**src/hw/lc3b_isa_pkg.sv**
```systemverilog
`default_nettype none

package lc3b_isa_pkg;

    // Every data word, address and instruction in the LC-3b is 16 bits wide.
    typedef logic [15:0] lc3b_word;

    // The opcode sits in the top nibble of the instruction register.
    localparam int opcode_msb = 15;
    localparam int opcode_lsb = 12;

    // Encodings follow the LC-3b instruction set.
    typedef enum logic [3:0] {
        op_br   = 4'b0000,
        op_add  = 4'b0001,
        op_ldb  = 4'b0010,
        op_stb  = 4'b0011,
        op_jsr  = 4'b0100,
        op_and  = 4'b0101,
        op_ldr  = 4'b0110,
        op_str  = 4'b0111,
        op_rti  = 4'b1000,
        op_not  = 4'b1001,
        op_ldi  = 4'b1010,
        op_sti  = 4'b1011,
        op_jmp  = 4'b1100,
        op_shf  = 4'b1101,
        op_lea  = 4'b1110,
        op_trap = 4'b1111
    } lc3b_opcode;

endpackage : lc3b_isa_pkg

`default_nettype wire

```
**src/hw/lc3b_mem_pkg.sv**
```systemverilog
`default_nettype none

package lc3b_mem_pkg;

    // The on-chip data memory holds 256 aligned 16-bit words.
    localparam int sram_depth = 256;

    // Word index into the SRAM, taken from byte address bits 8 down to 1.
    typedef logic [7:0] sram_addr;
    localparam int sram_addr_msb = 8;
    localparam int sram_addr_lsb = 1;

    // Source of the data memory address.
    typedef enum logic {
        addr_sel_alu          = 1'b0,
        addr_sel_internal_mdr = 1'b1
    } lc3b_data_memory_addr_mux_sel;

    // Number of wait states the SRAM inserts before it acknowledges.
    typedef logic [3:0] wait_count;

    // Timing register index and data.
    typedef logic [0:0] cfg_addr;
    typedef logic [7:0] cfg_data;

    localparam cfg_addr cfg_idx_wait  = 1'b0;
    localparam cfg_addr cfg_idx_retry = 1'b1;

endpackage : lc3b_mem_pkg

`default_nettype wire

```
**src/hw/mem_access_controller.sv**
```systemverilog
`timescale 1ns/10ps
`default_nettype none

module mem_access_controller (
    input  wire  logic                                       clk,
    input  wire  logic                                       arst_n,
    input  wire  logic                                       stall,
    input  wire  lc3b_isa_pkg::lc3b_word                     ir,
    input  wire  logic                                       mem_access,
    input  wire  logic                                       mem_write,
    input  wire  lc3b_mem_pkg::lc3b_data_memory_addr_mux_sel addr_sel_in,
    input  wire  logic                                       ack,
    input  wire  logic                                       rty,
    output lc3b_mem_pkg::lc3b_data_memory_addr_mux_sel       addr_sel,
    output logic                                             mem_we,
    output logic                                             mdr_load,
    output logic                                             request_stall
);

    import lc3b_isa_pkg::*;
    import lc3b_mem_pkg::*;

    typedef enum logic {
        s_access_1,
        s_access_2
    } state_t;

    state_t     state;
    state_t     next_state;
    lc3b_opcode opcode;
    logic       indirect;
    logic       clean_ack;
    logic       state_stall;
    logic       memory_stall;

    assign opcode    = lc3b_opcode'(ir[opcode_msb:opcode_lsb]);
    assign indirect  = (opcode == op_ldi) || (opcode == op_sti);
    assign clean_ack = mem_access & ack & ~rty;

    // The access itself stalls the pipe until the SRAM gives an ack without a retry.
    assign memory_stall  = mem_access & (~ack | rty);
    assign request_stall = state_stall | memory_stall;

    always_comb begin
        addr_sel    = addr_sel_in;
        mem_we      = mem_access & mem_write;
        mdr_load    = 1'b0;
        state_stall = 1'b0;
        next_state  = state;

        case (state)
            s_access_1: begin
                // The first half of LDI and STI always reads the pointer word.
                if (mem_access && indirect) begin
                    mem_we      = 1'b0;
                    mdr_load    = clean_ack;
                    state_stall = 1'b1;
                    if (clean_ack) begin
                        next_state = s_access_2;
                    end
                end
            end

            s_access_2: begin
                addr_sel = addr_sel_internal_mdr;
                if (clean_ack) begin
                    next_state = s_access_1;
                end
            end

            default: begin
                next_state = s_access_1;
            end
        endcase
    end

    // The stall input is the external hold only. The stall this block raises by
    // state must not freeze its own sequencing, or the pointer read never ends.
    always_ff @(posedge clk or negedge arst_n) begin
        if (!arst_n) begin
            state <= s_access_1;
        end else if (!stall) begin
            state <= next_state;
        end
    end

    // The pointer phase is only reached from an indirect instruction, and that
    // instruction is still presented when the second access begins.
    assert property (@(posedge clk) disable iff (!arst_n)
        $rose(state == s_access_2) |-> $past(indirect && mem_access) && indirect);

endmodule : mem_access_controller

`default_nettype wire

```
**src/hw/mem_stage_datapath.sv**
```systemverilog
`timescale 1ns/10ps
`default_nettype none

module mem_stage_datapath (
    input  wire logic                                       clk,
    input  wire logic                                       arst_n,
    input  wire logic                                       stall,
    input  wire lc3b_mem_pkg::lc3b_data_memory_addr_mux_sel addr_sel,
    input  wire logic                                       mdr_load,
    input  wire lc3b_isa_pkg::lc3b_word                     alu_addr,
    input  wire lc3b_isa_pkg::lc3b_word                     rdata,
    output lc3b_mem_pkg::sram_addr                          mem_addr
);

    import lc3b_isa_pkg::*;
    import lc3b_mem_pkg::*;

    lc3b_word internal_mdr;
    lc3b_word byte_addr;

    // The internal MDR keeps the pointer fetched by the first half of LDI and STI.
    always_ff @(posedge clk or negedge arst_n) begin
        if (!arst_n) begin
            internal_mdr <= '0;
        end else if (mdr_load && !stall) begin
            internal_mdr <= rdata;
        end
    end

    always_comb begin
        case (addr_sel)
            addr_sel_alu:          byte_addr = alu_addr;
            addr_sel_internal_mdr: byte_addr = internal_mdr;
            default:               byte_addr = alu_addr;
        endcase
    end

    // Accesses are word aligned, so byte address bit 0 is dropped.
    assign mem_addr = byte_addr[sram_addr_msb:sram_addr_lsb];

endmodule : mem_stage_datapath

`default_nettype wire

```
**src/hw/data_sram.sv**
```systemverilog
`timescale 1ns/10ps
`default_nettype none

module data_sram (
    input  wire logic                      clk,
    input  wire logic                      arst_n,
    input  wire logic                      req,
    input  wire logic                      we,
    input  wire lc3b_mem_pkg::sram_addr    addr,
    input  wire lc3b_isa_pkg::lc3b_word    wdata,
    input  wire lc3b_mem_pkg::wait_count   wait_states,
    input  wire logic                      retry_en,
    output lc3b_isa_pkg::lc3b_word         rdata,
    output logic                           ack,
    output logic                           rty
);

    import lc3b_isa_pkg::*;
    import lc3b_mem_pkg::*;

    lc3b_word  mem [sram_depth];
    wait_count count;
    logic      retry_done;
    logic      commit;

    // Reads are combinational from the word array.
    assign rdata = mem[addr];

    // The access is acknowledged once the counter reaches the wait-state setting.
    assign ack = req && (count == wait_states);

    // With retry injection on, the first ack of an access is refused once.
    assign rty = ack && retry_en && !retry_done;

    assign commit = ack && !rty;

    always_ff @(posedge clk or negedge arst_n) begin
        if (!arst_n) begin
            count      <= '0;
            retry_done <= 1'b0;
        end else if (!req) begin
            count      <= '0;
            retry_done <= 1'b0;
        end else if (rty) begin
            // A refused access starts its wait over again.
            count      <= '0;
            retry_done <= 1'b1;
        end else if (commit) begin
            count      <= '0;
            retry_done <= 1'b0;
        end else begin
            count <= count + 1'b1;
        end
    end

    always_ff @(posedge clk) begin
        if (commit && we) begin
            mem[addr] <= wdata;
        end
    end

    // During an access the wait counter never runs past the wait-state setting.
    assert property (@(posedge clk) disable iff (!arst_n)
        req |-> count <= wait_states);

endmodule : data_sram

`default_nettype wire

```
**src/hw/mem_timing_regs.sv**
```systemverilog
`timescale 1ns/10ps
`default_nettype none

module mem_timing_regs (
    input  wire logic                    clk,
    input  wire logic                    arst_n,
    input  wire logic                    cfg_we,
    input  wire lc3b_mem_pkg::cfg_addr   cfg_addr,
    input  wire lc3b_mem_pkg::cfg_data   cfg_wdata,
    output lc3b_mem_pkg::cfg_data        cfg_rdata,
    output lc3b_mem_pkg::wait_count      wait_states,
    output logic                         retry_en
);

    import lc3b_mem_pkg::*;

    always_ff @(posedge clk or negedge arst_n) begin
        if (!arst_n) begin
            wait_states <= '0;
            retry_en    <= 1'b0;
        end else if (cfg_we) begin
            if (cfg_addr == cfg_idx_wait) begin
                wait_states <= cfg_wdata[$bits(wait_count)-1:0];
            end else begin
                retry_en <= cfg_wdata[0];
            end
        end
    end

    // Readback is zero extended to the full configuration width.
    always_comb begin
        if (cfg_addr == cfg_idx_retry) begin
            cfg_rdata = cfg_data'(retry_en);
        end else begin
            cfg_rdata = cfg_data'(wait_states);
        end
    end

endmodule : mem_timing_regs

`default_nettype wire

```
**src/hw/lc3b_mem_stage.sv**
```systemverilog
`timescale 1ns/10ps
`default_nettype none

module lc3b_mem_stage (
    input  wire logic                                       clk,
    input  wire logic                                       arst_n,
    input  wire logic                                       hold,
    input  wire lc3b_isa_pkg::lc3b_word                     ir,
    input  wire logic                                       mem_access,
    input  wire logic                                       mem_write,
    input  wire lc3b_mem_pkg::lc3b_data_memory_addr_mux_sel addr_sel,
    input  wire lc3b_isa_pkg::lc3b_word                     alu_addr,
    input  wire lc3b_isa_pkg::lc3b_word                     store_data,
    input  wire logic                                       cfg_we,
    input  wire lc3b_mem_pkg::cfg_addr                      cfg_addr,
    input  wire lc3b_mem_pkg::cfg_data                      cfg_wdata,
    output lc3b_isa_pkg::lc3b_word                          load_data,
    output logic                                            request_stall,
    output lc3b_mem_pkg::cfg_data                           cfg_rdata
);

    import lc3b_isa_pkg::*;
    import lc3b_mem_pkg::*;

    lc3b_data_memory_addr_mux_sel ctrl_addr_sel;
    logic                         mem_we;
    logic                         mdr_load;
    sram_addr                     mem_addr;
    lc3b_word                     rdata;
    logic                         ack;
    logic                         rty;
    wait_count                    wait_states;
    logic                         retry_en;

    assign load_data = rdata;

    mem_access_controller ctrl0 (
        .clk           (clk),
        .arst_n        (arst_n),
        .stall         (hold),
        .ir            (ir),
        .mem_access    (mem_access),
        .mem_write     (mem_write),
        .addr_sel_in   (addr_sel),
        .ack           (ack),
        .rty           (rty),
        .addr_sel      (ctrl_addr_sel),
        .mem_we        (mem_we),
        .mdr_load      (mdr_load),
        .request_stall (request_stall)
    );

    mem_stage_datapath dp0 (
        .clk      (clk),
        .arst_n   (arst_n),
        .stall    (hold),
        .addr_sel (ctrl_addr_sel),
        .mdr_load (mdr_load),
        .alu_addr (alu_addr),
        .rdata    (rdata),
        .mem_addr (mem_addr)
    );

    data_sram sram0 (
        .clk         (clk),
        .arst_n      (arst_n),
        .req         (mem_access),
        .we          (mem_we),
        .addr        (mem_addr),
        .wdata       (store_data),
        .wait_states (wait_states),
        .retry_en    (retry_en),
        .rdata       (rdata),
        .ack         (ack),
        .rty         (rty)
    );

    mem_timing_regs timing0 (
        .clk         (clk),
        .arst_n      (arst_n),
        .cfg_we      (cfg_we),
        .cfg_addr    (cfg_addr),
        .cfg_wdata   (cfg_wdata),
        .cfg_rdata   (cfg_rdata),
        .wait_states (wait_states),
        .retry_en    (retry_en)
    );

endmodule : lc3b_mem_stage

`default_nettype wire

```
**config.mk**
```make
export PLATFORM = sky130hd
export DESIGN_NAME = lc3b_mem_stage
export DESIGN_NICKNAME = d
export VERILOG_FILES = /design/src/hw/lc3b_isa_pkg.sv /design/src/hw/lc3b_mem_pkg.sv /design/src/hw/mem_access_controller.sv /design/src/hw/mem_stage_datapath.sv /design/src/hw/data_sram.sv /design/src/hw/mem_timing_regs.sv /design/src/hw/lc3b_mem_stage.sv
export SDC_FILE = /design/constraint.sdc
export NUM_CORES = 2
export LEC_CHECK = 0
export BUFFER_PORTS_ARGS = -buffer_cell sky130_fd_sc_hd__buf_4
export CAP_MARGIN = 0
export CORE_ASPECT_RATIO = 2
export CORE_UTILIZATION = 52
export DETAILED_ROUTE_END_ITERATION = 10
export GPL_TIMING_DRIVEN = 0
export PLACE_DENSITY = 0.65
export RECOVER_POWER = 100
export SYNTH_ARGS = -nofsm -noshare
export SYNTH_HDL_FRONTEND = slang
export SYNTH_SLANG_ARGS = --single-unit
```
**constraint.sdc**
```tcl
create_clock -name clk -period 6.1 [get_ports clk]
set_input_delay 1.22 -clock clk [delete_from_list [all_inputs] [get_ports clk]]
set_output_delay 1.22 -clock clk [all_outputs]
set_load 0.01 [all_outputs]
```
==> results of run 1 <==
## cells by family after synthesis
family	Yosys count
AO/OA/AOI/OAI	3220
XOR/XNOR	6
adder cells (fa/ha/maj)	1
buffers and inverters	655
flip-flops	4115
multiplexers	14
other	1
AND/OR/NAND/NOR	401
## per-stage QoR
stage               worst slack (ns)  util (%)  instances  hold WS [ns]
floorplan                      1.300         -       8416        0.4713
global placement              -4.826     54.17      12270        0.5151
detailed placement            -3.249     57.26      12570        0.5381
CTS                          -0.1530     63.50      13220        0.1079
## metal layers
layer / track usage (%) / GRT overflow
met5: 7.784 / 0
met2: 83.14 / 1
met4: 59.90 / 2
met1: 57.94 / 0
met3: 32.28 / 0
## what timing repair did
action	4_1_cts
cloned	2
setup buffers	19
gates resized for setup	1712
pin swaps	95
setup endpoints to repair	19
==> impl_summary.txt, run 1 <==
----------------------------------------------------
[Yosys]
  Most used standard cell by instance count after synthesis ... sky130_fd_sc_hd__edfxtp_1
  Synthesized area per cell ... 17.99 sq um
  Total number of yosys warnings ... 0
  Cell taking the most area after synthesis ... sky130_fd_sc_hd__edfxtp_1
  Simple-gate portion of the synthesized area ... 1.191%
  Dominant combinational cell family by area after synthesis ... compound AO/OA/AOI/OAI gates
  Synthesized-area fraction occupied by xor and xnor cells ... 0.03472%
  Gate count after technology mapping ... about 8,400
  Share of synthesized area occupied by flip-flops and latches ... 81.57%
  Asr flop ratio synth ... less than 1%
  Mapped Area ... 151,400 sq um
  Area fraction in compound gates after synthesis ... between 10% and 20%
  EDFF count, synth ... 4,096
  Leading cell types by count after synthesis ... sky130_fd_sc_hd__edfxtp_1 (4,096), sky130_fd_sc_hd__a22oi_1 (1,344), sky130_fd_sc_hd__a21oi_1 (680)
  Top post-synthesis cells by area ... sky130_fd_sc_hd__edfxtp_1 (81%), sky130_fd_sc_hd__a22oi_1 (6.7%), sky130_fd_sc_hd__a21oi_1 (2.2%)
  Number of distinct library cells after synthesis ... 47
  Share of synthesized cell area in full adder, half adder and majority cells ... 0.008266%
  #FFs+latches synth ... 4,115
  Multiplexer share of the synthesized area ... less than 1%
  Area share of the largest cell type after synthesis ... 81.25%
  Primary flip-flop cell chosen by synthesis mapping ... sky130_fd_sc_hd__edfxtp_1

[Run status]
  Run status ... aborted with a tool error
  Error message ... [ERROR GRT-0116] Global routing finished with congestion. Check the congestion regions in the DRC Viewer.
  Stop stage ... global routing (5_1_grt)

[Clocking]
  Root buffer cell ... sky130_fd_sc_hd__clkbuf_16
  Number of buffers inserted for hold repair after clock tree synthesis ... 0
  Num CTS Buffers ... 353
  H-tree lvl count ... 5
  CTS sink count ... 4,115
  CTS Buffer Depth ... 4

[Global route]
  Via count of the first global-routing pass ... 103,700
  Largest net degree at the start of global routing ... ~160
  Aggregate global routing overflow ... 3
  Total routing resource utilization after global routing ... 58.47%
  First-pass GRT wire length ... 1084 mm

[Placed design]
  Final HPWL from detailed placement ... 587.9 mm
  PortBufs ... 59
  Final estimated routing congestion in global placement ... 1.157
  Placement Cell Area ... 165,500 sq um

[Floorplan]
  Number of standard-cell rows in the floorplan ... 279
  Initial Utilization ... ~52%
  IO Pins ... 89
  Die Y-Extent ... around 770 microns
  Width of the die ... 383.5 microns

----------------------------------------------------
==> inputs of run 2 (changes only) <==
--- a/config.mk
+++ b/config.mk
@@ -7,11 +7,10 @@
 export LEC_CHECK = 0
 export BUFFER_PORTS_ARGS = -buffer_cell sky130_fd_sc_hd__buf_4
 export CAP_MARGIN = 0
-export CORE_ASPECT_RATIO = 2
-export CORE_UTILIZATION = 52
+export CORE_UTILIZATION = 37
 export DETAILED_ROUTE_END_ITERATION = 10
 export GPL_TIMING_DRIVEN = 0
-export PLACE_DENSITY = 0.65
+export PLACE_DENSITY_LB_ADDON = 0.15
 export RECOVER_POWER = 100
 export SYNTH_ARGS = -nofsm -noshare
 export SYNTH_HDL_FRONTEND = slang
==> run 2 against run 1 <==
The flow now finishes, with violations (capacitance limit, slew limit, setup timing); synthesized cell count did not move; area after synthesis did not move.
==> impl_summary.txt, run 2 <==
----------------------------------------------------
[Run status]
  Run status ... finished with violations
  Failing checks ... capacitance limit, slew limit, setup timing

[Floorplan]
  Width of the die ... 641.6 microns (+67%)
  CORE AREA ... 406,700 sq um
  Die Y-Extent ... 641.6 microns (-16%)
  Die area ... 411,700 sq um
  Initial Utilization ... 37.22% (-15 points)
  IO Pins ... 89 (unchanged)
  Number of standard-cell rows in the floorplan ... 234 (-16%)

[Global route]
  Via count of the first global-routing pass ... 93,210
  Routing usage on met3 ... 15.98%
  Global-route layer with the greatest usage ... met2
  Global-route met1 utilization ... 44.51%
  Fraction of met2 tracks used by global routing ... 53.03%
  First-pass GRT wire length ... 984.6 mm
  Largest net degree at the start of global routing ... 179
  Total routing resource utilization after global routing ... between 30% and 40%
  Number of antenna violations at the first check in global routing ... 79
  Aggregate global routing overflow ... 0

[Placed design]
  Final estimated routing congestion in global placement ... 1.030 (-11%)
  Placement Cell Area ... 167,500 sq um (+1.2%)
  Worst setup slack after placement ... -2.968 ns (+0.2816 ns)
  Placed insts ... 14,210 (+13%)
  PortBufs ... 59 (unchanged)
  Final HPWL from detailed placement ... 563.8 mm (-4.1%)

[Critical path]
  Critical Path Slowest Stage Cell ... sky130_fd_sc_hd__or4_4
  Crit path top cell by count ... sky130_fd_sc_hd__or4_4
  List of cells traversed by the critical path ... nor2_4 > o21ai_4 > buf_12 > clkbuf_16 > clkbuf_2 > a22oi_2 > a21oi_1 > nor4_2 > o22ai_1 > or4_4 > or4_4 > buf_6
  Start-to-end type of the worst setup path ... reg2out
  Worst path bufs/invs ... 4
  Top delay family on crit path ... simple AND/OR/NAND/NOR gates
  Critical Path Fanout Max ... 10
  Endpoint class of the critical path ... output pin
  Launching point of the worst reg2reg path ... timing0.wait_states[2]
  Critical path origin ... ctrl0.state
  Critical path's largest stage delay ... 0.66 ns
  Worst EP arrival ... around 5.3 ns
  Worst Path Required ... just under 5 ns
  Nature of the critical path startpoint ... flop

[Yosys]
  Primary flip-flop cell chosen by synthesis mapping ... sky130_fd_sc_hd__edfxtp_1
  EDFF count, synth ... 4,096 (unchanged)
  Total number of yosys warnings ... 0 (unchanged)
  Number of distinct library cells after synthesis ... 47 (unchanged)
  Top post-synthesis cells by area ... sky130_fd_sc_hd__edfxtp_1 (81%), sky130_fd_sc_hd__a22oi_1 (6.7%), sky130_fd_sc_hd__a21oi_1 (2.2%)
  Asr flop ratio synth ... 0.4617% (unchanged)
  Area share of the largest cell type after synthesis ... 81.25% (unchanged)
  Synthesized area per cell ... 17.99 sq um (unchanged)
  Most used standard cell by instance count after synthesis ... sky130_fd_sc_hd__edfxtp_1
  Mapped Area ... 151,400 sq um (unchanged)
  Leading cell types by count after synthesis ... sky130_fd_sc_hd__edfxtp_1 (4,096), sky130_fd_sc_hd__a22oi_1 (1,344), sky130_fd_sc_hd__a21oi_1 (680)
  #FFs+latches synth ... 4,115 (unchanged)
  Share of synthesized area occupied by flip-flops and latches ... 81.57% (unchanged)
  Gate count after technology mapping ... 8,413 (unchanged)
  Cell taking the most area after synthesis ... sky130_fd_sc_hd__edfxtp_1

[Clocking]
  H-tree lvl count ... 5 (unchanged)
  Num CTS Buffers ... 435 (+23%)
  Root buffer cell ... sky130_fd_sc_hd__clkbuf_16
  Later-pin clock latency in the skew report ... 1.07 ns
  Reg clk slew, reported paths ... 0.06 ns
  CTS Buffer Depth ... 4 (unchanged)
  CTS sink count ... 4,115 (unchanged)
  CTS tree ... yes
  Number of buffers inserted for hold repair after clock tree synthesis ... 0 (unchanged)

[Worst hold path]
  Path type of the worst min-delay path ... in2async

[Final layout]
  Register with the highest flop count ... sram0.mem
  Nets@finish ... 9,339
  Ratio of cells with drive above 1 in the final layout ... 21.34%
  Largest registers ... sram0.mem x4096, dp0.internal_mdr x8
  Max reg flops ... 4,096
  Area growth, synth to finish ... 20.89%
  Most common cell after layout, fill and taps aside ... sky130_fd_sc_hd__edfxtp_1
  Final Util ... between 40 and 50%
  Top library cells by usage in the layout, fill and taps aside ... sky130_fd_sc_hd__edfxtp_1 (4,096), sky130_fd_sc_hd__a22oi_1 (1,274), sky130_fd_sc_hd__a21oi_1 (601)
  Cell Count, Final, Fillers Out ... 15,120
  Cell area after layout ... 183,000 sq um

[STA]
  Setup violators final ... 685
  Clk_skew ... 0.07781 ns
  Post-layout min period ... 6.522 ns
  Fmax ... 153.3 MHz
  Final Slew Violations ... a little over 5,000
  Slew at the pin closest to its max-slew limit ... 6.831 ns
  Worst-case headroom to the max-slew limit ... -355.4%
  Final period util ... 106.9%
  Final hold violations ... 0
  Setup repair after global routing missed its margin ... yes
  Min setup slack post-route ... -0.4216 ns

[Power]
  Pwr dens ... about 340 nW/um^2
  IR Drop Worst-Case VDD ... 241.9 uV
  Pleak ... around 56 nW
  Total power draw ... approximately 62 mW

[Routing]
  DRC violation total after the first TritonRoute iteration ... 18,760
  Routed vias ... 102,800
  Post-detailed-route count of antenna-violating nets ... 0
  Initial DRT Pass Iterations ... 7
  Post-detailed-routing wire length ... 791.0 mm
  Number of remaining DRC errors ... 0
  Via-per-instance ratio ... a little under 7
  WL/cell ... 52.32 microns

[Run]
  Maxcap violations ... 260

----------------------------------------------------
[run 2: logic make-up (layout without fill, tap and decap cells)]
family                     Yosys count  after routing  share of synthesized area [%]
other                                1             68                       0.002477
muxes                               14             14                         0.1041
AOI/OAI and AO/OA                 3220           3220                          15.29
and+or+nand+nor                    401            401                          1.191
DFF                               4115           4115                          81.57
xor gates and xnor gates             6              6                        0.03472
adders and majority gates            1              1                       0.008264
buffers and inverters              655           1866                          1.804
[run 2: timing repair]
item                        CTS  global route
gates resized for setup    1773           412
pin swaps                   100           102
setup buffers                39            20
setup endpoints to repair    21            16
cloned                        4             0
[run 2: worst paths after layout]
kind | endpoint | slack (ns) | depth (start not counted)
worst max-delay path | load_data[9] | -0.42 | 12
worst min-delay path | dp0.internal_mdr[3] | 0.38 | 1
worst max register to register | sram0.mem[224][8] | -0.40 | 10
worst min register to register | sram0.count[0] | 0.52 | 1
max in group asynchronous | ctrl0.state | 4.87 | 1
min in group clk | timing0.wait_states[1] | 0.43 | 2
[run 2: layer usage]
layer / share of wire (%) / up-vias
li1: - / 37500
met4: 10 / 48
met2: 41 / 9157
met3: 14 / 2593
met1: 34 / 53470
met5: 0.25 / -
[run 2: area by class of cell]
cell class	instances	area, sq um
Clock inverter	232	2001
Timing Repair Buffer	431	3144
Clock buffer	558	11520
Antenna cell	64	160.2
Sequential cell	4115	123500
Inverter	7	26.28
Buffer	638	6076
Multi-Input combinational cell	3646	29790
Tap cell	5428	6792
Fill cell	35110	223700
[run 2: stage by stage]
step	hold slack, ns	setup TNS [ns]
6_report	0.3846	-104.68
3_5_place_dp	0.5180	-68.79
3_3_place_gp	0.5123	-4663.64
4_1_cts	0.02752	-2.071
2_1_floorplan	0.4713	0
5_1_grt	0.4210	-53.20
[run 2: power by group]
group / switching [mW] / total, mW / internal (mW)
clock: 11.4 / 25.9 / 14.4
sequential: 0.0131 / 31.2 / 31.2
combinational: 3.41 / 4.61 / 1.20
total: 14.8 / 61.6 / 46.8
(Power assumes the default switching activity.)
